## config.mk

```make
export PLATFORM = sky130hd
export DESIGN_NAME = ibus_arbiter
export DESIGN_NICKNAME = d
export VERILOG_FILES = /design/src/source/soc_pkg.sv /design/src/source/ibus_arbiter.sv
export SDC_FILE = /design/constraint.sdc
export NUM_CORES = 1
export LEC_CHECK = 0
export BUFFER_PORTS_ARGS = -buffer_cell sky130_fd_sc_hd__buf_2
export CORE_MARGIN = 8
export CORE_UTILIZATION = 25
export DETAILED_ROUTE_END_ITERATION = 10
export PLACE_DENSITY = 0.81
export SLEW_MARGIN = 20
export SYNTH_ARGS = -nofsm -noshare
export SYNTH_HDL_FRONTEND = slang
export SYNTH_SLANG_ARGS = --single-unit
```

## constraint.sdc

```tcl
create_clock -name ck -period 1.8 [get_ports ck]
set_input_delay 0.09 -clock ck [delete_from_list [all_inputs] [get_ports ck]]
set_output_delay 0.09 -clock ck [all_outputs]
set_load 0.05 [all_outputs]
```

## src/source/soc_pkg.sv

```systemverilog
package soc_pkg;

    // Data bus request, as driven by the core
    typedef struct packed {
        logic [31:0] adr;
        logic [31:0] dat;
        logic [3:0]  sel;
        logic        we;
        logic        cyc;
    } dbus_req_t;

    // Data bus response, OR-combined at the top level
    typedef struct packed {
        logic [31:0] rdt;
        logic        ack;
    } dbus_rsp_t;

    // Instruction bus request, read only
    typedef struct packed {
        logic [31:0] adr;
        logic        cyc;
    } ibus_req_t;

    typedef struct packed {
        logic [31:0] rdt;
        logic        ack;
    } ibus_rsp_t;

    // Serial flash outputs
    typedef struct packed {
        logic sck;
        logic csb;
        logic mosi;
    } spi_pins_t;

    // Peripheral pages, matched against adr[31:24]
    localparam logic [7:0] GPIO_PAGE  = 8'h40;
    localparam logic [7:0] UART_PAGE  = 8'h60;
    localparam logic [7:0] FLASH_PAGE = 8'h70;

    // Plain serial read opcode
    localparam logic [7:0] FLASH_READ_CMD = 8'h03;

endpackage

```

## src/source/ibus_arbiter.sv

```systemverilog
`timescale 1ns/10ps

module ibus_arbiter (
    input  logic               ck,
    input  logic               reset_loop,
    input  soc_pkg::ibus_req_t i_core,
    output soc_pkg::ibus_rsp_t o_core,
    input  soc_pkg::ibus_req_t i_window,
    output soc_pkg::ibus_rsp_t o_window,
    output soc_pkg::ibus_req_t o_flash_req,
    input  soc_pkg::ibus_rsp_t i_flash_rsp
);

    import soc_pkg::*;

    ibus_req_t granted;
    logic      lock_q;
    logic      owner_q;
    logic      grant_win;

    // Core wins when unlocked; a locked grant stays with its owner
    assign grant_win   = lock_q ? owner_q : !i_core.cyc;
    assign granted     = grant_win ? i_window : i_core;
    assign o_flash_req = granted;

    always_comb begin
        o_core   = '0;
        o_window = '0;
        if (grant_win) begin
            o_window = i_flash_rsp;
        end else begin
            o_core = i_flash_rsp;
        end
    end

    // Released once the owner drops cyc after its ack
    always_ff @(posedge ck) begin
        if (reset_loop) begin
            lock_q  <= 1'b0;
            owner_q <= 1'b0;
        end else if (!lock_q) begin
            if (granted.cyc) begin
                lock_q  <= 1'b1;
                owner_q <= grant_win;
            end
        end else if (!granted.cyc) begin
            lock_q <= 1'b0;
        end
    end

endmodule

```

Word level (Yosys, flattened, before mapping)
Index checks and enable logic that the tools add are counted.
{ "classes": {"n_mux": 5, "bitwise_logic": 1, "reduce_logical": 2} }
{ "op_table": {"columns": ["op", "count"], "rows": [
  ["33-bit two-way mux", 3],
  ["1-bit two-way mux", 2],
  ["2-bit AND reduction", 1],
  ["1-bit logical NOT", 1],
  ["1-bit inverter", 1]
]} }
{ "totals": {"ff_bits": 2, "input_bits": 101, "out_inout_bits": 99} }

Depth between registers and ports, before layout
{ "depth": {"word_depth": 4, "mapped_depth": 5} }

Least setup slack after synthesis
Ideal clock, no wire load.
{ "synth_path": {"kind": "reg2out", "start": "register lock_q", "end": "output port o_core[10] (netlist bit)", "t_arrival_ps": 1391, "setup_slack_ps": 319, "stages_incl_launch_ff": 6, "path_buffers": 2, "path_cell_list": "dfxtp_1 -> nor2b_1 -> a21o_1 -> buf_6 -> clkbuf_1 -> and2_1"} }
{ "synth_rtl": {"columns": ["element", "line_no", "text"], "rows": [
  ["start, declared", "ibus_arbiter.sv:17", "logic lock_q;"],
  ["start signal, assigned", "ibus_arbiter.sv:39", "lock_q <= 1'b0;"],
  ["start signal, assigned", "ibus_arbiter.sv:43", "lock_q <= 1'b1;"],
  ["start signal, assigned", "ibus_arbiter.sv:47", "lock_q <= 1'b0;"],
  ["end, declared", "ibus_arbiter.sv:7", "output soc_pkg::ibus_rsp_t o_core,"]
]} }

==> metrics.md <==
| Metric | Value |
|---|---|
| Fin crit period | 1.747 ns |
| Net count, final | 425 |
| Seq. cell area | 40.04 sq um |
| Crit path to | o_flash_req[13] |
| CTS H-Tree Depth | 1 |
| Fillers | 374 |
| Port Buf Inserts | around 200 |
| Tot Pwr | ~0.0016 W |
| Number of global-route vias before repair | roughly 1,800 |
| CTS clock-pin slew for the worst setup and hold paths | roughly 0.03 ns |
| Core area | 0.003914 sq mm |
| FF-to-FF End | lock_q |
| DIE WIDTH | 79.28 um |
| Clock Tree Buf Depth | 2 |
| Maxcap violations | 0 |
| Met3 routed WL | 732 um |
| Critical path type | reg2out |
| Final setup fails | 0 |
| Flop2flop setup slack | 0.76 ns |
| Final wirelength | 5.636 mm |
| Final worst-path cycle share | a little over nine tenths |
| CTS root buf | clkbuf_8 |
| Yosys cell types | 14 |
| R2R depth | 3 |
| Remaining global-route overflow | 0 |
| Outcome | completed |
| Worst setup margin | 0.05284 ns |
| Setup TNS | 0 ns |
| Post-Syn Instances | 122 |
| Layout cells sized above 1 | between 70 and 80% |
| WP data arrival | 1.66 ns |
| Drt initial violations | around 80 |
| WL per Instance | 15.15 um |
| Setup Skew | 0.004885 ns |
| Gpl congestion | 0.8424 |
| Avg Inst Size Synth | 8.205 sq um |
| First-pass GRT wire length | 8.362 mm |
| Chip height | between 70 and 80 um |
| Post-DP HPWL | roughly 4.9 mm |
| Vias/cell | 4.349 |
| # IOs | 200 |
| Die footprint | 0.006285 sq mm |
| Residual DRC | 0 |
| Setup slack at placement | about 0.19 ns |
| CTS Buf Count | 3 |
| Transition time of the tightest slew-check pin | ~0.34 ns |
| Dpl cell area | 0.002063 sq mm |
| Yosys warns | 0 |
| DR pass1 iterations | 4 |
| # hold bufs at CTS | 0 |
| Req. time, crit path | 1.71 ns |
| Largest net degree at the start of global routing | 34 |
| Endpoints failing hold | 0 |
| Critical Path Sink Type | output pin |
| Fmax achieved | around 0.57 GHz |
| Most common cell after layout, fill and taps aside | buf_2 |
| Slew HR | between 70 and 80% |
| Core Rows | 23 |
| Layout area overhead | 118.4% |
| Crit start category | register |
| Yosys top cell area share | 41.25% |
| Most frequent cells in the layout | buf_2 (199), and2_1 (66), mux2_4 (17) |
| Multi-input gate area | 905.9 sq um |
| Critical register-to-register path startpoint | lock_q |
| ANT cells | 0 |
| Worst skew pair latency | between 0.2 and 0.25 ns |
| Peak VDD IR | 0.0004061 V |
| Max-slew violations | 0 |
| DR WL met2 | 2.785 mm |
| Top cells by area, synth | and2_1 (41%), mux2_4 (26%), mux2_2 (17%) |
| Hold WC Path Type | in2reg |
| Starting Density | between 20% and 30% |
| Max Used Layer | met4 |
| Post-synth net total | 223 |
| Via count | 1,618 |
| RSZ-0062 raised after global routing | true |
| Leak | 1.347 nW |
| DRT antenna net count | 0 |
| Synth Register Bits | 2 |
| CTS tree | yes |
| Total global-route track usage | 16.29% |
| Met1 wire length | slightly above 2 mm |
| Final Instance Area | between 0.002 and 0.0025 sq mm |
| Synth Cell Area | around 0.0010 sq mm |
| Cell taking the most area after synthesis | and2_1 |
| Sequential area share after synthesis | 4.000% |
| P per Cell Area | 742.6 mW/mm^2 |
| Setup crit start | lock_q |
| Clk sinks | 2 |
| Crit path max fanout | 17 |
| Initial antenna violation count | 0 |
## logic make-up after synthesis
family | count (synthesis) | synth area share, %
simple gates | 72 | 44.50
mux | 32 | 42.37
buf+inv | 12 | 6.874
compound gates | 4 | 2.250
flops | 2 | 4.000
## sequential cells by signal, summed over array words and instances (netlist names)
name / flops
owner_q: 1
lock_q: 1
## per-stage QoR
step                utilization, %  hold slack (ns)  instances
finish                       55.85          0.05803        372
global route                 55.85          0.05882        372
CTS                          53.84          0.05418        367
detailed placement           52.72           0.2819        364
global placement             52.72           0.2847        364
floorplan                        -           0.1693        122
## Yosys cell counts
library cell / number
and2_1: 66
a21oi_1: 3
inv_1: 2
mux2_4: 17
buf_2: 1
nor3_1: 3
dfxtp_1: 2
or2b_1: 1
a21o_1: 1
clkbuf_1: 6
buf_6: 3
nor2b_1: 1
nor2_1: 1
mux2_2: 15
## area by class of cell
cell class | instances | area share [%]
Inverter | 2 | 0.3434
Tap cell | 50 | 2.862
Multi-Input combinational cell | 108 | 41.44
Clock buffer | 3 | 1.889
Sequential cell | 2 | 1.832
Timing Repair Buffer | 207 | 51.63
## repair_timing
item / CTS / global route
resized for setup: 1 / 1
setup endpoints to repair: 32 / 24
buffers inserted: 0 / 3
cloned: 0 / 2
## critical path, cell delays in order, from the launching register on
cell and delay, ns:
dfxtp_1 0.35, nor2b_2 0.20, a21o_4 0.16, buf_12 0.16, mux2_2 0.35, buf_2 0.21
## worst min-delay path by stage
stage          startpoint       to  slack (ns)  depth (start not counted)
2_1_floorplan  reset_loop   lock_q        0.17                          1
3_3_place_gp   reset_loop  owner_q        0.28                          2
3_5_place_dp   reset_loop  owner_q        0.28                          2
4_1_cts        reset_loop   lock_q        0.05                          2
5_1_grt        reset_loop  owner_q        0.06                          2
6_report       reset_loop   lock_q        0.06                          2
## where the power goes
group          leakage (nW)  switching [W]  total (W)  internal, W
registers            0.0166     0.00000408  0.0000521    0.0000481
logic                  1.31       0.000958    0.00139     0.000433
clock network        0.0216      0.0000388   0.000180     0.000142
## routing by layer
metal	up-vias	global-route usage [%]
met5	-	0
met4	0	6.481
met3	10	8.126
met2	114	30.57
met1	697	14.42
li1	797	-
(Power assumes the default switching activity.)
