[config.mk]
export PLATFORM = sky130hd
export DESIGN_NAME = flash_window
export DESIGN_NICKNAME = d
export VERILOG_FILES = /design/src/source/soc_pkg.sv /design/src/source/flash_window.sv
export SDC_FILE = /design/constraint.sdc
export NUM_CORES = 1
export LEC_CHECK = 0
export ABC_AREA = 1
export BUFFER_PORTS_ARGS = -buffer_cell sky130_fd_sc_hd__buf_2
export CORE_UTILIZATION = 40
export CTS_CLUSTER_SIZE = 14
export DETAILED_ROUTE_END_ITERATION = 16
export GPL_TIMING_DRIVEN = 0
export PLACE_DENSITY = 0.85
export SLEW_MARGIN = 30
export SYNTH_ARGS = -nofsm -noshare
export SYNTH_HDL_FRONTEND = slang
export SYNTH_SLANG_ARGS = --single-unit
[constraint.sdc]
create_clock -name ck -period 5.28 [get_ports ck]
set_clock_uncertainty 0.15 [all_clocks]
set_input_delay 0.264 -clock ck [delete_from_list [all_inputs] [get_ports ck]]
set_output_delay 0.264 -clock ck [all_outputs]
set_load 0.005 [all_outputs]
[src/source/soc_pkg.sv]
package soc_pkg;

    // Data bus request, as driven by the core
    typedef struct packed {
        logic [31:0] adr;
        logic [31:0] dat;
        logic [3:0]  sel;
        logic        we;
        logic        cyc;
    } dbus_req_t;

    // Data bus response, OR-combined at the top level
    typedef struct packed {
        logic [31:0] rdt;
        logic        ack;
    } dbus_rsp_t;

    // Instruction bus request, read only
    typedef struct packed {
        logic [31:0] adr;
        logic        cyc;
    } ibus_req_t;

    typedef struct packed {
        logic [31:0] rdt;
        logic        ack;
    } ibus_rsp_t;

    // Serial flash outputs
    typedef struct packed {
        logic sck;
        logic csb;
        logic mosi;
    } spi_pins_t;

    // Peripheral pages, matched against adr[31:24]
    localparam logic [7:0] GPIO_PAGE  = 8'h40;
    localparam logic [7:0] UART_PAGE  = 8'h60;
    localparam logic [7:0] FLASH_PAGE = 8'h70;

    // Plain serial read opcode
    localparam logic [7:0] FLASH_READ_CMD = 8'h03;

endpackage

[src/source/flash_window.sv]
`timescale 1ns/10ps

module flash_window (
    input  logic               ck,
    input  logic               reset_loop,
    input  soc_pkg::dbus_req_t i_req,
    output soc_pkg::dbus_rsp_t o_rsp,
    output soc_pkg::ibus_req_t o_ibus,
    input  soc_pkg::ibus_rsp_t i_ibus
);

    import soc_pkg::*;

    typedef enum logic [1:0] {
        W_IDLE,
        W_FETCH,
        W_HOLD
    } win_state_t;

    win_state_t  state_q;
    logic        ack_q;
    logic        fetch_q;
    logic [31:0] adr_q;
    logic [31:0] rd_q;
    logic        hit;

    assign hit = i_req.cyc && (i_req.adr[31:24] == FLASH_PAGE);

    always_ff @(posedge ck) begin
        if (reset_loop) begin
            state_q <= W_IDLE;
            ack_q   <= 1'b0;
            fetch_q <= 1'b0;
        end else begin
            ack_q <= 1'b0;
            case (state_q)
                W_IDLE: begin
                    if (hit && i_req.we) begin
                        // Flash is read only here, writes just complete
                        ack_q   <= 1'b1;
                        state_q <= W_HOLD;
                    end else if (hit) begin
                        fetch_q <= 1'b1;
                        state_q <= W_FETCH;
                    end
                end
                W_FETCH: begin
                    if (i_ibus.ack) begin
                        fetch_q <= 1'b0;
                        ack_q   <= 1'b1;
                        state_q <= W_HOLD;
                    end
                end
                W_HOLD: begin
                    if (!i_req.cyc) begin
                        state_q <= W_IDLE;
                    end
                end
                default: state_q <= W_IDLE;
            endcase
        end
    end

    always_ff @(posedge ck) begin
        if (state_q == W_IDLE && hit) begin
            adr_q <= i_req.adr;
            rd_q  <= 32'h0;
        end else if (state_q == W_FETCH && i_ibus.ack) begin
            rd_q <= i_ibus.rdt;
        end
    end

    assign o_ibus.adr = adr_q;
    assign o_ibus.cyc = fetch_q;
    assign o_rsp.rdt  = ack_q ? rd_q : 32'h0;
    assign o_rsp.ack  = ack_q;

endmodule

Yosys cells after proc, flatten, opt, wreduce, memory -nomap -nowiden --
Cells that the tools add are included.
Operators by class: equal/unequal tests 8, muxes and demuxes 13, reductions and logical operators 8
Operators by type and width (count):
- 32-bit 2-to-1 mux | 1
- 8-bit by 7-bit equality test with 1-bit output (second input constant) | 1
- 2-bit 2-to-1 mux | 4
- 2-bit inequality test (second input constant) | 4
- 2-bit case mux with 3 select lines | 1
- 1-bit 2-to-1 mux | 5
- 1-bit logical AND | 4
- 1-bit case mux with 2 select lines | 2
- 4-bit AND reduction | 1
- 3-bit inequality test (second input constant) | 1
- 3-bit AND reduction | 1
- 2-bit by 1-bit equality test with 1-bit output (second input constant) | 1
- 2-bit equality test (second input constant) | 1
- 2-bit logical NOT | 1
- 2-bit nonzero test | 1
Word-level totals: register bits after elaboration 68, input port bits 105

Logic depth before layout (Yosys ltp) --
word-level depth 5, gate-level depth with buffers 10, depth with buffers taken out 10

Worst setup path after synthesis --
OpenSTA, ideal clock, no wires.
path kind reg2reg, from reg state_q[1], to reg adr_q[0] (enable), setup time 387 ps, arrival 1479 ps, data required time 4743 ps, setup slack 3264 ps, cell stages (with the launch flop) 7, path buffers 1, cells stage by stage dfxtp_1 nor2_1 nand2_1 inv_1 nand3_2 buf_2 inv_1
On the way: longest elaborated chain between the ends 2
RTL lines:
- start: declaration | RTL line flash_window.sv:20 | win_state_t state_q;
- start signal: assignment | RTL line flash_window.sv:31 | state_q <= W_IDLE;
- start signal: assignment | RTL line flash_window.sv:41 | state_q <= W_HOLD;
- start signal: assignment | RTL line flash_window.sv:44 | state_q <= W_FETCH;
- 2-bit logical NOT | RTL line flash_window.sv:65 | if (state_q == W_IDLE && hit) begin
- 1-bit logical AND | RTL line flash_window.sv:65
- end signal: assignment | RTL line flash_window.sv:66 | adr_q <= i_req.adr;
- end: declaration | RTL line flash_window.sv:23 | logic [31:0] adr_q;
Every way passes these cells. A chain may end at the register's enable or synchronous reset.

Worst setup path after layout --
from in i_req[64] (netlist name), to reg adr_q[7] (enable)
On the way: longest elaborated chain between the ends 3
RTL lines:
- start: declaration | RTL line flash_window.sv:6 | input soc_pkg::dbus_req_t i_req,
- 8-bit by 7-bit equality test with 1-bit output | RTL line flash_window.sv:27 | assign hit = i_req.cyc && (i_req.adr[31:24] == FLASH_PAGE);
- 1-bit logical AND | RTL line flash_window.sv:27
- 1-bit logical AND | RTL line flash_window.sv:65
Every way passes these cells.

==> results.cfg <==
[power_and_ir_drop]
power.density_mw_per_mm2 = 261.8
power_leakage_nw = 2.549
ir_drop_mv = 0.1276
power_mw = 1.107

[timing]
timing.fmax_mhz = 431.0
worst_pin_slew_ns = 0.6490
finalCriticalPeriod_ns = 2.320
fin_hold_ws_ns = 0.08027
setup_tns_ns = 0
fin_crit_sh = 0.4394
timing.final.max_slew_violations = 0
rsz0062_at_grt = no
setup_viol = 0
relSlewSlack = 0.5667
hold_violations = 0

[floorplanning]
die_area_mm2 = 0.007519
io_pins = 171
fp.dieW_um = 86.71
rows = 30
core-area_mm2 = 0.006869
start_util = 0.4179
die_h_um = 86.71

[synthesis]
syn_nets = 381
seq_area_frac_synth = 0.5859
synth_cell_type_count = 17
synth-seq-cells = 68
syn_inst = 276
syn_area_per_cell_um2 = 10.40
yosys_warnings = 0
syn-cell-area_mm2 = 0.002870

[clock_tree]
postCtsSetupBuffers = 0
cts.clk_slew.worst_paths_ns = 0.08
numCtsBuffers = 9
clock_sinks = 68
clockRootBuffer = clkbuf_8
cts_resized = 0
clk_latency_ns = 0.33
clock_path_buffers = 2
cts-htree-levels = 3
cts_tree = done

[global_route]
grt_pass1_wl_um = 10370
grt_pass1_vias = 2297
gr-usage-all-layers = 0.1852
grt-ovfl-total = 0
grt_max_degree = 33
antenna_found_initial = 0

[layout]
final_cell_area_mm2 = 0.004227
fin_nets = 559
fillCellCount = 566
diodes = 0
syn_to_final_growth_pct = 47.25
drive_above_1_share = 0.4205
final_util = 0.6153

[min_path]
worstHoldStart = i_ibus[2]
hold_class = in2reg
min_to = rd_q[1]
whs_path_depth = 4

[critical_path]
path_class = in2reg
crit_required_ns = 5.09
rr_startpoint = state_q[1]
timing.rr.end = adr_q[7]
critPathCaptureType = flop
cp_slowest_cell = dlygate4sd3_1
crit_family = buffers and inverters
worstPathCellList = dlygate4sd3_1, buf_2, inv_1, nand2_1, nor2_1, nand3_2, buf_2, inv_2
cp_num_buf_inv = 5
rr_worst_depth = 6
ff2ff_setup_slack_ns = 3.24
cpMostUsedCell = buf_2
slowest_delay_ns = 0.55
cp_data_arrival_time_ns = 2.13
worstPathMaxFanout = 32
crit_cells = 8
start_kind = primary input

[placement]
port_buffers = 134
dpl_cell_area_mm2 = 0.003661
gp_congestion = 0.6913
hpwl_um = 4769

[route]
highest_layer = met4
wl_met3_um = 546
post_drt_wl_per_cell_um = 12.66
wirelength_um = 7028
num_vias = 2374
antenna_left = 0
dr.pass1.iters = 4
met1_length_um = 2819
routed-wl-met2_um = 3510
drt_iter0_markers = 57
drc = 0
viasPerCell = 4.277

[flow_run]
maxCapViolCount = 0

[run_status]
status = finished clean
## synth_stat cells
cell type	instances	area, um2
nand2_1	76	285.3
inv_1	74	277.8
dfxtp_1	36	720.7
edfxtp_1	32	960.9
mux2_4	28	420.4
nor2_1	7	26.28
mux2_2	4	45.04
buf_2	3	15.01
buf_6	3	33.78
clkbuf_1	3	11.26
a21oi_1	2	10.01
buf_4	2	15.01
nand3_1	2	10.01
nand2_4	1	11.26
nand3_2	1	10.01
nor2_4	1	11.26
or2_1	1	6.260
## cells by family after synthesis
family | count (synthesis) | synth area share
compound gates | 2 | 0.003487
buf+inv | 85 | 0.1229
flops | 68 | 0.5859
mux | 32 | 0.1622
simple gates | 89 | 0.1255
## final cells by class
cell class | instances | area, um2 | share of cell area
flip-flops and latches | 68 | 1682 | 0.3979
repair buffers | 167 | 1001 | 0.2368
multi-input cells | 123 | 835.8 | 0.1978
inverters | 74 | 277.8 | 0.06572
clock buffers | 11 | 152.6 | 0.03612
well taps | 96 | 120.1 | 0.02842
clock inverters | 5 | 82.58 | 0.01954
plain buffers | 11 | 75.07 | 0.01776
## routing by layer
metal  vias up  track usage
met4         0      0.09545
met3        15      0.05619
met5         -            0
met2       105       0.3355
li1       1178            -
met1      1076       0.1931
## how the worst max path moves through the flow
stage / from / endpoint
floorplan: state_q[1] / adr_q[0]
global placement: i_req[0] / adr_q[26]
detailed placement: i_req[0] / adr_q[25]
finish: i_req[64] / adr_q[7]
global route: i_req[63] / adr_q[31]
CTS: i_req[69] / adr_q[20]
## metrics by stage
stage / worst slack [ns] / std cells
after detailed placement: 3.110 / 506
after global placement: 2.756 / 506
after global routing: 2.833 / 555
after CTS: 2.935 / 555
final: 2.960 / 555
after floorplan: 3.264 / 276
## power breakdown
part	switching (mW)	total (mW)	internal [mW]	leakage [nW]
logic	0.0184	0.0576	0.0391	1.85
registers	0.00150	0.555	0.553	0.578
clock network	0.198	0.494	0.296	0.119
## registers in the layout, summed over array words and instances, names as in the netlist
register	cells
adr_q	32
ack_q	1
state_q	2
fetch_q	1
rd_q	32
## placed cells by master (no fill, tap or decap)
master | netlist | routed
inv_2 | 0 | 1
mux2_2 | 4 | 4
or2_1 | 1 | 1
nand2_1 | 76 | 76
bufinv_16 | 0 | 2
inv_1 | 74 | 73
nand2_4 | 1 | 1
buf_4 | 2 | 2
clkbuf_8 | 0 | 9
buf_2 | 3 | 137
clkbuf_16 | 0 | 1
a21oi_1 | 2 | 2
dfxtp_1 | 36 | 36
nand3_2 | 1 | 1
clkinv_4 | 0 | 2
clkinv_2 | 0 | 1
edfxtp_1 | 32 | 32
nor2_1 | 7 | 7
dlygate4sd3_1 | 0 | 33
clkbuf_1 | 3 | 4
nor2_4 | 1 | 1
buf_6 | 3 | 3
nand3_1 | 2 | 2
mux2_4 | 28 | 28
## tightest hold or removal path, delay by kind of cell
family / cells / cell delay, ns
buffers and inverters: 2 / 0.11
multiplexers: 1 / 0.13
AND/OR/NAND/NOR: 1 / 0.04
## what timing repair did
action,in CTS,in global routing
hold buffers,33,0
setup endpoints to repair,0,0
endpoints found under the hold margin,35,0
No activity file was read; power rests on OpenSTA's default activity.
