`config.mk`:
```
export PLATFORM = sky130hd
export DESIGN_NAME = uart_tx
export DESIGN_NICKNAME = d
export VERILOG_FILES = /design/src/source/soc_pkg.sv /design/src/source/uart_tx.sv
export SDC_FILE = /design/constraint.sdc
export NUM_CORES = 1
export LEC_CHECK = 0
export BUFFER_PORTS_ARGS = -buffer_cell sky130_fd_sc_hd__buf_2
export CORE_MARGIN = 4
export CORE_UTILIZATION = 38
export DETAILED_ROUTE_END_ITERATION = 8
export GPL_TIMING_DRIVEN = 0
export HOLD_SLACK_MARGIN = 0.12
export PLACE_DENSITY = 0.89
export SLEW_MARGIN = 20
export SYNTH_ARGS = -nofsm -noshare
export SYNTH_HDL_FRONTEND = slang
export SYNTH_SLANG_ARGS = --single-unit
```
`constraint.sdc`:
```
create_clock -name ck -period 1.7 [get_ports ck]
set_clock_uncertainty 0.1 [all_clocks]
set_input_delay 0 -clock ck [delete_from_list [all_inputs] [get_ports ck]]
set_output_delay 0 -clock ck [all_outputs]
set_load 0.02 [all_outputs]
```
`src/source/soc_pkg.sv`:
```
package soc_pkg;

    // Data bus request, as driven by the core
    typedef struct packed {
        logic [31:0] adr;
        logic [31:0] dat;
        logic [3:0]  sel;
        logic        we;
        logic        cyc;
    } dbus_req_t;

    // Data bus response, OR-combined at the top level
    typedef struct packed {
        logic [31:0] rdt;
        logic        ack;
    } dbus_rsp_t;

    // Instruction bus request, read only
    typedef struct packed {
        logic [31:0] adr;
        logic        cyc;
    } ibus_req_t;

    typedef struct packed {
        logic [31:0] rdt;
        logic        ack;
    } ibus_rsp_t;

    // Serial flash outputs
    typedef struct packed {
        logic sck;
        logic csb;
        logic mosi;
    } spi_pins_t;

    // Peripheral pages, matched against adr[31:24]
    localparam logic [7:0] GPIO_PAGE  = 8'h40;
    localparam logic [7:0] UART_PAGE  = 8'h60;
    localparam logic [7:0] FLASH_PAGE = 8'h70;

    // Plain serial read opcode
    localparam logic [7:0] FLASH_READ_CMD = 8'h03;

endpackage

```
`src/source/uart_tx.sv`:
```
`timescale 1ns/10ps

module uart_tx #(
    parameter int BAUD_DIVIDE = 8
) (
    input  logic               ck,
    input  logic               reset_loop,
    input  soc_pkg::dbus_req_t i_req,
    output soc_pkg::dbus_rsp_t o_rsp,
    output logic               o_tx
);

    import soc_pkg::*;

    localparam int CW = $clog2(BAUD_DIVIDE + 1);

    logic [CW-1:0] baud_q;
    logic [9:0]    frame_q;
    logic [3:0]    bits_q;
    logic          ack_q;
    logic          served_q;
    logic          hit;
    logic          accept;
    logic          busy;
    logic          bit_end;

    assign hit     = i_req.cyc && (i_req.adr[31:24] == UART_PAGE);
    assign accept  = hit && !served_q;
    assign busy    = (bits_q != 4'd0);
    assign bit_end = (baud_q == CW'(BAUD_DIVIDE - 1));

    always_ff @(posedge ck) begin
        if (reset_loop) begin
            ack_q    <= 1'b0;
            served_q <= 1'b0;
            baud_q   <= '0;
            bits_q   <= 4'd0;
            // Line idles high
            frame_q  <= 10'h3ff;
        end else begin
            ack_q    <= accept;
            served_q <= i_req.cyc && (served_q || accept);
            if (accept && i_req.we && i_req.sel[0] && !busy) begin
                // Stop, data LSB first, start
                frame_q <= {1'b1, i_req.dat[7:0], 1'b0};
                bits_q  <= 4'd10;
                baud_q  <= '0;
            end else if (busy) begin
                if (bit_end) begin
                    baud_q  <= '0;
                    frame_q <= {1'b1, frame_q[9:1]};
                    bits_q  <= bits_q - 4'd1;
                end else begin
                    baud_q <= baud_q + 1'b1;
                end
            end
        end
    end

    // Status read, busy in bit 0
    assign o_rsp.rdt = ack_q ? {31'h0, busy} : 32'h0;
    assign o_rsp.ack = ack_q;
    assign o_tx      = frame_q[0];

endmodule

```
; Yosys cells after proc, flatten, opt, wreduce, memory -nomap -nowiden
; Index checks and enable logic that the tools add are counted.
[totals]
word_cells = 33
regBits = 19
inputBits = 72
output_inout_bits = 34
[op_classes]
n_eq_ne = 2
n_reduce_logical = 15
n_addsub = 2
mux = 8
[op_table]
columns = op, n
row1 = $mux W9, 3
row2 = $mux W4, 4
row3 = $eq A8 B7 Y1 const B, 1
row4 = $logic_and A1 B1 Y1, 6
row5 = $add A4 B1 Y4 const B, 1
row6 = $eq A4 B3 Y1 const B, 1
row7 = $reduce_and A2 Y1, 2
row8 = $reduce_bool A2 Y1, 2
row9 = $reduce_bool A4 Y1, 1
row10 = $sub A4 B1 Y4 const B, 1
row11 = $logic_not A1 Y1, 2
row12 = $reduce_or A2 Y1, 1
row13 = $logic_or A1 B1 Y1, 1
row14 = $mux W1, 1

; Depth between registers and ports, before layout
[logic_depth]
word_depth = 8
mapped_depth = 7
mapped_depth_nobuf = 6

; Least setup slack after synthesis
; OpenSTA, ideal clock, no wires.
[synth_path]
path_kind = register to register
from = register bits_q[0]
to = register frame_q[8]
synth_period_minus_slack_ns = 1.588
path_slack_ns = 0.112
path_stages_with_launch = 8
n_path_buf = 1
setup_time_ns = 0.072
arrival_ns = 1.416
required_ns = 1.528
cell_sequence = dfxtp_1 -> inv_1 -> ha_1 -> nor3b_2 -> nand3_1 -> nor2_4 -> buf_8 -> mux2i_1
[synth_between]
elab_chain_len = 5
[synth_lines]
columns = item, line_no
row1 = start: declaration, uart_tx.sv:19  ; logic [3:0] bits_q;
row2 = start signal: assignment, uart_tx.sv:52  ; bits_q <= bits_q - 4'd1;
row3 = $reduce_bool A4 Y1 (*), uart_tx.sv:29  ; assign busy = (bits_q != 4'd0);
row4 = $logic_not A1 Y1, uart_tx.sv:43  ; if (accept && i_req.we && i_req.sel[0] && !busy) begin
row5 = $logic_and A1 B1 Y1, uart_tx.sv:43
row6 = $reduce_bool A2 Y1 (no line), -
row7 = $reduce_and A2 Y1 (no line), -
row8 = end signal: assignment, uart_tx.sv:45  ; frame_q <= {1'b1, i_req.dat[7:0], 1'b0};
row9 = end signal: assignment, uart_tx.sv:51  ; frame_q <= {1'b1, frame_q[9:1]};
row10 = end: declaration, uart_tx.sv:18  ; logic [9:0] frame_q;
; Every way passes the cells marked *; elsewhere a longest branch is shown, timed or not.
; A chain may end at the register's enable or synchronous reset.

; Final worst setup path
[layout_path]
from = input i_req[69] in the netlist's numbering
to = register frame_q[4]
[layout_between]
elab_chain_len = 8
[layout_lines]
columns = item, line_no
row1 = start: declaration, uart_tx.sv:8  ; input soc_pkg::dbus_req_t i_req,
row2 = $eq A8 B7 Y1 (*), uart_tx.sv:27  ; assign hit = i_req.cyc && (i_req.adr[31:24] == UART_PAGE);
row3 = $logic_and A1 B1 Y1 (*), uart_tx.sv:27
row4 = $logic_and A1 B1 Y1 (*), uart_tx.sv:28  ; assign accept = hit && !served_q;
row5 = $logic_and A1 B1 Y1 (*) (3 in a row), uart_tx.sv:43
row6 = $reduce_bool A2 Y1 (no line), -
row7 = $reduce_and A2 Y1 (no line), -
; Marks and branches as above.

==> flow_summary_export.csv <==
group,metric,value,unit
sta,rsz0062_at_grt,"yes",
grt,globalRouteOverflowTotal,0,
sta,max_slew_margin,65.7,%
worst_setup_path,worstPathMaxFanout,5,
final_layout,final_util,62.3,%
grt,grt.total_usage,13.5,%
clock_tree,clock-root-buffer,"clkbuf_4",
detailed_routing,routedWlPerCell,11.9,um
worst_setup_path,required,1.84,ns
synth,synth-seq-cells,19,
grt,first_global_vias,1012,
floorplanning,core,3050,um2
sta,fin_crit_sh,101,%
worst_setup_path,critPathCaptureType,"flop",
detailed_routing,dr.pass1.iters,4,
floorplanning,dieHeight,64.6,um
floorplanning,io_pins,106,
worst_setup_path,critical_path_class,"in -> reg",
placed_design,portBuffers,23,
floorplanning,die_w,64.6,um
sta,setup_ws,-0.0215,ns
power,p_seq_share,50.6,%
floorplanning,initial_core_util,39.9,%
final_layout,nets,295,
final_layout,seq_area,384,um2
floorplanning,die_area,4180,um2
power,clkPwrFrac,26.5,%
power,switching_power,245,uW
hold_path,hold_path.class,"in -> reg",
clock_tree,numClockSinks,19,
clock_tree,cts_tree,"done",
synth,synth_cell_types,35,
grt,grt_max_degree,11,
detailed_routing,vias_per_cell,4.46,
worst_setup_path,worst_setup_path_start_kind,"primary input",
placed_design,hpwl,1.84,mm
final_layout,diodes,0,
synth,avgSynthCellArea,8.96,um2
final_layout,final_common_cell,"buf_4",
detailed_routing,route.detailed.drc,0,
clock_tree,ctsHtreeMaxLevel,1,
sta,tightest_slew,0.515,ns
power,irDropWorstVdd,0.405,mV
grt,grt_pass1_wl,4.44,mm
sta,finalMaxSlewViolations,0,
job,maxCapViolCount,0,
sta,fin_setup_tns,-0.0558,ns
run_status,outcome,"complete, but fails checks",
grt,antenna_found_initial,0,
detailed_routing,routed-via-count,1178,
synth,yosys_warnings,0,
detailed_routing,drtIter0Drc,69,
final_layout,syn2layout_area_growth,56.0,%
final_layout,layout_common_cells,"buf_4 (39), conb_1 (31), buf_2 (22)",
sta,holdWs,0.372,ns
sta,max_freq,0.581,GHz
placed_design,dp_cells,233,
worst_setup_path,worst_ep_arrival_time,1.86,ns
clock_tree,path_clk_slew,0.10,ns
clock_tree,cts_buffer_depth,2,
final_layout,num-fill-cells,248,
power,p_leak,0.000879,uW
sta,hold_viol,0,
synth,synthCells,136,
detailed_routing,wirelength,3.14,mm
floorplanning,rows,20,
run_status,violations,"setup timing",
clock_tree,cts_made_buffers,3,
power,p_comb_share,22.9,%
sta,min_period,1.72,ns
power,internal-power,634,uW
synth,synthArstFlopShare,0,%
final_layout,final_cells,264,
final_layout,drive_gt1_share,41.8,%
synth,yosys_most_used_dff,"dfxtp_1",
power,netSwitchingFraction,27.9,%
power,power.density,463,nW/um2
final_layout,multi_input_area,723,um2
sta,setup_violations,5,
synth,seq_area_frac_synth,31.2,%
placed_design,gp_congestion,0.808,
synth,syn_area,1220,um2
power,p_total,879,uW
clock_tree,clock_latency,0.30,ns
worst_setup_path,reg2reg_slack,-0.02,ns
synth,synth_edf_count,0,
detailed_routing,antenna_left,0,
area by class of cell:
class                      instances  share of cell area (%)
buffer                            37                    14.8
sequential                        19                    20.2
inverter                           5                   0.987
clock buffer                       4                    1.38
multi-input combinational        105                    38.1
timing repair buffer              50                    21.7
tap                               44                    2.90
sequential cells by signal, indices dropped and copies added, names as in the netlist:
register / count
ack_q: 1
baud_q: 4
bits_q: 4
frame_q: 9
served_q: 1
through the flow:
step                      setup slack, ns  area [um2]
after CTS                        0.000362        1760
after floorplan                     0.112        1330
after global placement            -0.0545        1500
after detailed placement          -0.0793        1500
final                             -0.0215        1900
after global routing               -0.135        1900
cell usage after synthesis (2+ instances only):
master	instances	area (um2)
o21ai_0	3	15.0
inv_1	5	18.8
buf_4	33	248
o21a_1	6	45.0
nand2_1	2	7.51
clkbuf_1	2	7.51
nor4b_1	2	17.5
mux2i_1	10	100
dfxtp_1	19	380
ha_1	2	25.0
nor3_1	7	35.0
a211oi_1	7	52.6
a21oi_1	3	15.0
nor2_1	9	33.8
xnor2_1	3	26.3
nand4_1	3	18.8
nand3_1	2	10.0
power groups by stage:
stage | Combinational [uW] | Clock [uW] | Sequential, uW
floorplan | 132 | 0 | 455
global placement | 164 | 0 | 455
detailed placement | 165 | 0 | 455
CTS | 192 | 237 | 445
global route | 217 | 258 | 445
finish | 202 | 233 | 445
kinds of logic after synthesis:
logic type / after synthesis / share of synthesized area, %
compound gates: 21 / 12.2
simple gates: 37 / 19.0
xor+xnor: 4 / 2.88
other cells: 1 / 0.308
flops: 19 / 31.2
fa+ha+maj: 2 / 2.05
mux: 10 / 8.21
buf+inv: 42 / 24.1
worst max-delay path, cell delays in order:
cell           delay [ns]
dlygate4sd3_1        0.54
buf_2                0.13
nor4b_1              0.30
nand4_1              0.27
nor2_4               0.27
buf_12               0.15
mux2i_1              0.18
layer usage:
metal | track usage, % | share of wire, % | vias to the layer above | wire length, um
li1 | - | - | 582 | -
met1 | 16.1 | 41 | 539 | 1300
met2 | 22.4 | 50 | 51 | 1560
met3 | 5.03 | 7.8 | 6 | 246
met4 | 4.22 | 1.2 | 0 | 38
met5 | 0 | 0 | - | 0
path summary, 6_finish.rpt:
kind | from | to | depth (start not counted)
worst max register to register | baud_q[1] | bits_q[3] | 6
worst min-delay path | i_req[13] | frame_q[8] | 4
worst min register to register | frame_q[1] | frame_q[1] | 2
worst max-delay path | i_req[69] | frame_q[4] | 7
what timing repair did:
action                                  in CTS  in global routing
hold buffers                                17                  1
buffers inserted                             3                  5
pin swaps                                    2                  8
cloned                                       0                  1
endpoints found under the setup margin      16                 18
endpoints found under the hold margin       13                  1
resized for setup                            9                 15
No activity file was read; power rests on OpenSTA's default activity.
