File: src/source/soc_pkg.sv
package soc_pkg;

    // Data bus request, as driven by the core
    typedef struct packed {
        logic [31:0] adr;
        logic [31:0] dat;
        logic [3:0]  sel;
        logic        we;
        logic        cyc;
    } dbus_req_t;

    // Data bus response, OR-combined at the top level
    typedef struct packed {
        logic [31:0] rdt;
        logic        ack;
    } dbus_rsp_t;

    // Instruction bus request, read only
    typedef struct packed {
        logic [31:0] adr;
        logic        cyc;
    } ibus_req_t;

    typedef struct packed {
        logic [31:0] rdt;
        logic        ack;
    } ibus_rsp_t;

    // Serial flash outputs
    typedef struct packed {
        logic sck;
        logic csb;
        logic mosi;
    } spi_pins_t;

    // Peripheral pages, matched against adr[31:24]
    localparam logic [7:0] GPIO_PAGE  = 8'h40;
    localparam logic [7:0] UART_PAGE  = 8'h60;
    localparam logic [7:0] FLASH_PAGE = 8'h70;

    // Plain serial read opcode
    localparam logic [7:0] FLASH_READ_CMD = 8'h03;

endpackage

File: src/source/gpio_port.sv
`timescale 1ns/10ps

module gpio_port (
    input  logic               ck,
    input  logic               reset_loop,
    input  soc_pkg::dbus_req_t i_req,
    output soc_pkg::dbus_rsp_t o_rsp,
    output logic [7:0]         o_gpio
);

    import soc_pkg::*;

    logic [7:0] gpio_q;
    logic       ack_q;
    logic       served_q;
    logic       hit;
    logic       accept;

    assign hit    = i_req.cyc && (i_req.adr[31:24] == GPIO_PAGE);
    assign accept = hit && !served_q;

    always_ff @(posedge ck) begin
        if (reset_loop) begin
            gpio_q   <= 8'h00;
            ack_q    <= 1'b0;
            served_q <= 1'b0;
        end else begin
            ack_q    <= accept;
            served_q <= i_req.cyc && (served_q || accept);
            // Only lane 0 is wired
            if (accept && i_req.we && i_req.sel[0]) begin
                gpio_q <= i_req.dat[7:0];
            end
        end
    end

    assign o_rsp.rdt = ack_q ? {24'h0, gpio_q} : 32'h0;
    assign o_rsp.ack = ack_q;
    assign o_gpio    = gpio_q;

endmodule

File: config.mk
export PLATFORM = sky130hd
export DESIGN_NAME = gpio_port
export DESIGN_NICKNAME = d
export VERILOG_FILES = /design/src/source/soc_pkg.sv /design/src/source/gpio_port.sv
export SDC_FILE = /design/constraint.sdc
export NUM_CORES = 1
export LEC_CHECK = 0
export ABC_AREA = 0
export BUFFER_PORTS_ARGS = -buffer_cell sky130_fd_sc_hd__buf_2
export CORE_MARGIN = 5
export CORE_UTILIZATION = 30
export CTS_CLUSTER_DIAMETER = 50
export DETAILED_ROUTE_END_ITERATION = 10
export PLACE_DENSITY = 0.85
export SYNTH_ARGS = -nofsm -noshare
export SYNTH_HDL_FRONTEND = slang
export SYNTH_SLANG_ARGS = --single-unit
File: constraint.sdc
create_clock -name ck -period 2.49 [get_ports ck]
set_clock_uncertainty 0.05 [all_clocks]
set_input_delay 0.3735 -clock ck [delete_from_list [all_inputs] [get_ports ck]]
set_output_delay 0.3735 -clock ck [all_outputs]
set_load 0.01 [all_outputs]
* Word level (Yosys, flattened, before mapping)
Index checks and enable logic that the tools add are counted.
Storage, ports and cells: word-level logic and storage cells 12, output and inout port bits 41, flip-flop bits (word level) 10
Operators by class: eq/ne operators 1, mux-type cells 1, reductions and logical operators 7
Operator list (count):
- $eq 8x7->1 const B | 1
- $mux 8 | 1
- $logic_and 1x1->1 | 5
- $logic_not 1->1 | 1
- $logic_or 1x1->1 | 1

* Longest topological paths before layout
Gate-level depths: netlist of the first run.
depth after elaboration 5, mapped depth 3

* Worst setup path after synthesis of the first run
Ideal clock, no wire load.
path kind input-to-reg, start input i_req[64] in the netlist's numbering, end register gpio_q[0] (netlist: o_gpio[0]), setup time 0.072 ns, path buffers 0, arrival 1.697 ns, stages 3, setup slack 0.672 ns, cell sequence or4_4 nor4_4 mux2i_1
Between the ends: word-level cells in the longest chain between the ends 5
Ends and longest elaborated chain:
- from (decl) | line gpio_port.sv:6 | input soc_pkg::dbus_req_t i_req,
- $eq 8x7->1 | line gpio_port.sv:19 | assign hit = i_req.cyc && (i_req.adr[31:24] == GPIO_PAGE);
- $logic_and 1x1->1 | line gpio_port.sv:19
- $logic_and 1x1->1 | line gpio_port.sv:20 | assign accept = hit && !served_q;
- $logic_and 1x1->1 (2 in a row) | line gpio_port.sv:31 | if (accept && i_req.we && i_req.sel[0]) begin
- to (signal assigned) | line gpio_port.sv:32 | gpio_q <= i_req.dat[7:0];
- to (decl) | line gpio_port.sv:13 | logic [7:0] gpio_q;
No other way between the ends. A chain may end at the register's enable or synchronous reset.

* Final worst setup path of the first run
start input i_req[64] in the netlist's numbering, end register gpio_q[5] (netlist: o_gpio[5])
Same word-level chain as after synthesis.

==> results.ini, run 1 <==
[route]
drc=0
firstDrtPassIters=4
wl_met2_um=596
num_vias=547
top_layer_used=met3
wl_met3_um=267
wl_um=1380
ant_nets=0
post_drt_wl_per_cell_um=9.48
drt_iter0_drc=12
routed_via_density=3.77
wl_met1_um=511

[floorplanning]
die_area_um2=3410
die-height_um=58.4
ios=113
start_util_pct=31.5
num_rows=17
core_area_um2=2230
die_x_um=58.4

[clock_tree]
clk_pin_slew_ns=0.06
cts-root-buf=clkbuf_4
cts-buffers-inserted=3
clock_path_buffers=2
postCtsSetupBuffers=0
clock_latency_ns=0.25
cts_resized=0
h-tree-depth=1
cts.sinks=10
holdBufCountCts=0
cts_tree=built

[logic_synthesis]
ys_types=16
synthAdderAreaFrac_pct=0
syn_area_per_cell_um2=8.90
synth_top_family_by_area=simple AND/OR/NAND/NOR gates
ys_top_cells_by_count=buf_4, nand2b_1, dfxtp_1, and2_1, mux2i_1
netlist_instances=79
seq_area_frac_synth_pct=28.5
synth_ff_type=dfxtp_1
ys_seq_elements=10
yosys.area.top_type=dfxtp_1
synth_edf_count=0
muxShareOfSynthArea_pct=11.4
yosys.area_share.xor_xnor_pct=0
synth.most_common_cell=buf_4
async_flop_share_pct=0
netlist.area_leader.share_pct=28.5
synth_simple_gate_area_share_pct=31.1
yosys-top-cells-area=dfxtp_1, buf_4, nand2b_1, mux2i_1, and2_1
synth_warnings=0
syn_area_um2=703
synth-compound-area-share_pct=0.712

[finish]
diodes=0
register_area_um2=200
drive_above_1_share_pct=37.6
area_growth_pct=20.6
instances_no_fill=145
n_fill_cell=253
fin_nets=191
multiInputGateArea_um2=394

[min_path]
hold_path_class=in2reg
hp-start=i_req[0]
whs_endpoint=served_q
holdPathStages=3

[sta]
min_period_over_period_pct=68.9
rsz0062_at_grt=false
finalSetupTns_ns=0
setup_viol=0
hold_viol=0
fmax_ghz=0.583
worst_slack_ns=0.774
period_minus_slack_ns=1.72
drv_slew=0

[run]
drv_cap=0

[grt]
grt_max_degree=19
grt_pass1_wl_um=2030
grt_pass1_vias=465
antenna_found_initial=0
grt-ovfl-total=0
grtUsageTotal_pct=7.52

[worst_setup_path]
path_max_fanout=5
startpoint_type=primary input
reg2reg_slack_ns=1.12
rr_startpoint=served_q
critical_path_class=in2reg
timing.rr.end=o_gpio[5]
cp.required_ns=2.62
arrival_ns=1.85
cp-end-kind=register
reg2reg_depth=4

[power]
p_leak_uw=0.000440
ir_drop_v=0.000290
p_per_area_nw_per_um2=364

[placement]
pre_cts_ws_ns=0.494
port_buffers=37
gp_congestion=0.661
dp.cells=142

[outcome]
outcome=finished, final reports clean

-- worst max-delay path, cell delays in order --
cell	delay, ns
buf_2	0.09
or4_4	0.54
nor4_4	0.42
buf_4	0.24
mux2i_1	0.18
-- how the worst max path moves through the flow --
stage          startpoint         to  slack [ns]  depth (start not counted)
3_5_place_dp    i_req[64]  o_gpio[5]        0.49                          5
2_1_floorplan   i_req[64]  o_gpio[0]        0.67                          3
5_1_grt         i_req[64]  o_gpio[5]        0.67                          5
6_report        i_req[64]  o_gpio[5]        0.77                          5
4_1_cts         i_req[64]  o_gpio[5]        0.76                          5
3_3_place_gp    i_req[64]  o_gpio[2]        0.49                          5
-- per-stage QoR --
stage               hold WS (ns)  cell area [µm²]  power, µW  util, %
global route               0.319              848        329     38.0
global placement           0.377              826        209     37.0
finish                     0.316              848        309     38.0
detailed placement         0.390              826        209     37.0
floorplan                  0.361              790        220        -
CTS                        0.305              848        317     38.0
-- flip-flops by register name (all words and copies together), names as in the netlist --
register and count:
ack_q 1, served_q 1, o_gpio 8
-- report_power, final --
group	total [µW]	leakage (µW)	internal (µW)	switching, µW
Sequential	160	0.0000805	160	0.0720
Combinational	46.1	0.000346	18.1	28.1
Clock	103	0.0000138	55.4	47.6
Total	309	0.000440	233	75.7
-- layer usage --
layer	vias up	global-route usage (%)
met2	43	11.8
met3	0	4.39
met5	-	0
met4	0	0
met1	223	9.49
li1	281	-
-- cell families (layout without fill, tap and decap cells) --
group                  Yosys count  after routing
other                            1             24
multiplexers                     8              8
AO/OA/AOI/OAI                    1              1
buffers and inverters           27             42
flip-flops                      10             10
AND/OR/NAND/NOR                 32             32
-- layout by cell type, fill, tap and decap left out, drive strengths merged --
cell type / count
buf: 38
clkbuf: 3
conb: 24
inv: 1
nor4: 1
and2: 8
dfxtp: 10
nor3: 1
nand2: 1
mux2i: 8
nand3b: 1
nand2b: 17
a21oi: 1
or4: 1
or3: 2
-- area by class of cell --
class | count | area share, %
inverter | 1 | 0.442
tap | 28 | 4.13
multi-input combinational | 65 | 46.5
timing repair buffer | 38 | 22.7
clock buffer | 3 | 2.65
sequential | 10 | 23.6
(Power assumes the default switching activity.)
==> inputs of run 2 (changes only) <==
--- a/config.mk
+++ b/config.mk
@@ -8,10 +8,10 @@
 export ABC_AREA = 0
 export BUFFER_PORTS_ARGS = -buffer_cell sky130_fd_sc_hd__buf_2
 export CORE_MARGIN = 5
-export CORE_UTILIZATION = 30
+export CORE_UTILIZATION = 28
 export CTS_CLUSTER_DIAMETER = 50
 export DETAILED_ROUTE_END_ITERATION = 10
-export PLACE_DENSITY = 0.85
+export PLACE_DENSITY = 0.8
 export SYNTH_ARGS = -nofsm -noshare
 export SYNTH_HDL_FRONTEND = slang
 export SYNTH_SLANG_ARGS = --single-unit
==> constraint.sdc (replaced) <==
create_clock -name ck -period 1.75 [get_ports ck]
set_clock_uncertainty 0.05 [all_clocks]
set_input_delay 0.2625 -clock ck [delete_from_list [all_inputs] [get_ports ck]]
set_output_delay 0.2625 -clock ck [all_outputs]
set_load 0.01 [all_outputs]
==> run 2 against run 1 <==
  * Count of clock-buffer cells in the layout is the same
  * Sequential share of layout area shrank 0.28 points
  * Setup slack lost 0.47 ns
  * Final cell count grew 2.1%
  * Combinational power grew 42%
  * Sequential power grew 43%
  * First-iteration DRC count shrank 83%
  * Global-route usage shrank 0.37 points
  * Core utilization shrank 2.7 points
  * Non-clock buffer count grew 1
  * Largest power group unchanged
==> results.ini, run 2 (synthesis results as in run 1) <==
[floorplanning]
die-height_um=60.1
core_area_um2=2430
die_area_um2=3610
start_util_pct=28.9
ios=113
num_rows=18
die_x_um=60.1

[power]
p_per_area_nw_per_um2=513
seq_power_share_pct=51.7
p_switching_uw=108
ir_drop_v=0.000453
p_leak_uw=0.000446
p_comb_share_pct=14.8
pwr-share-clk_pct=33.5
swShare_pct=24.6
p_int_uw=332

[worst_setup_path]
startpoint_type=primary input
path_max_fanout=5
arrival_ns=1.58
cp_cell_sequence=buf_2 -> or4_4 -> nor4_4 -> buf_4 -> mux2i_1
cp-end-kind=register
critPathSlowestCell=or4_4
cp_slowest_stage_delay_ns=0.54
cp.required_ns=1.88
critical_path_class=in2reg

[finish]
most-common-layout-cells=buf_2, conb_1, nand2b_1
drive_above_1_share_pct=38.1
diodes=0
largest_reg_flops=8
n_fill_cell=265
final_common_cell=buf_2
instances_no_fill=148
fin_nets=192
fin_util_pct=35.3
area_growth_pct=22.1

[sta]
rsz0062_at_grt=false
setup_viol=0
hold_viol=0
period_minus_slack_ns=1.45
fmax_ghz=0.692
finalSetupTns_ns=0
min_period_over_period_pct=82.6
drv_slew=0

[route]
ant_nets=0
num_vias=557
wl_um=1360
routed_via_density=3.76
post_drt_wl_per_cell_um=9.18
drt_iter0_drc=2
drc=0
firstDrtPassIters=2

[clock_tree]
h-tree-depth=1
cts.sinks=10
postCtsSetupBuffers=0
holdBufCountCts=0
cts_tree=built
cts_resized=0
clock_path_buffers=2
cts-buffers-inserted=3
cts-root-buf=clkbuf_4
clk_pin_slew_ns=0.06
clock_latency_ns=0.25

[grt]
grt_pass1_vias=456
grt-ovfl-total=0
grt_max_degree=19
grt_pass1_wl_um=1950
grtUsageTotal_pct=7.15
antenna_found_initial=0

[run]
drv_cap=0

[outcome]
outcome=finished, final reports clean

[placement]
dp.cells=145
hpwlAfterDp_um=1190
gp_congestion=0.717
port_buffers=37

[min_path]
hold_path_class=in2reg

[run 2: final timing paths]
path | from | to | slack, ns | cells past startpoint
setup reg to reg | served_q | o_gpio[7] | 0.55 | 4
setup / recovery | i_req[64] | o_gpio[7] | 0.30 | 5
hold reg to reg | served_q | ack_q | 0.39 | 1
hold / removal | i_req[0] | served_q | 0.20 | 3
[run 2: metal layers]
layer | vias up | wire [µm] | track usage [%]
li1 | 284 | - | -
met1 | 232 | 528 | 8.63
met2 | 41 | 585 | 11.7
met3 | 0 | 245 | 4.10
met4 | 0 | 0 | 0
met5 | - | 0 | 0
[run 2: through the flow]
step	hold WS (ns)	area (µm²)	setup WS (ns)	power [µW]
finish	0.195	858	0.304	440
global route	0.205	858	0.200	469
CTS	0.181	858	0.300	453
detailed placement	0.383	836	0.0268	297
global placement	0.376	836	0.0695	297
floorplan	0.342	790	0.0425	313
[run 2: area by class of cell]
class | count | area [µm²] | share of cell area [%]
multi-input cells | 65 | 394 | 45.9
flip-flops and latches | 10 | 200 | 23.3
repair buffers | 39 | 200 | 23.3
well taps | 30 | 37.5 | 4.37
clock buffers | 3 | 22.5 | 2.62
inverters | 1 | 3.75 | 0.437
[run 2: critical path: cells and delay by family]
family | cells | cell delay, ns
AND/OR/NAND/NOR | 2 | 0.83
buffers and inverters | 2 | 0.30
multiplexers | 1 | 0.18
[run 2: power by group through the flow]
stage | combinational, µW | clock, µW | sequential [µW]
global route | 73.2 | 169 | 228
CTS | 64.3 | 161 | 228
global placement | 63.9 | 0 | 233
floorplan | 79.8 | 0 | 233
detailed placement | 64.3 | 0 | 233
finish | 65.3 | 147 | 228
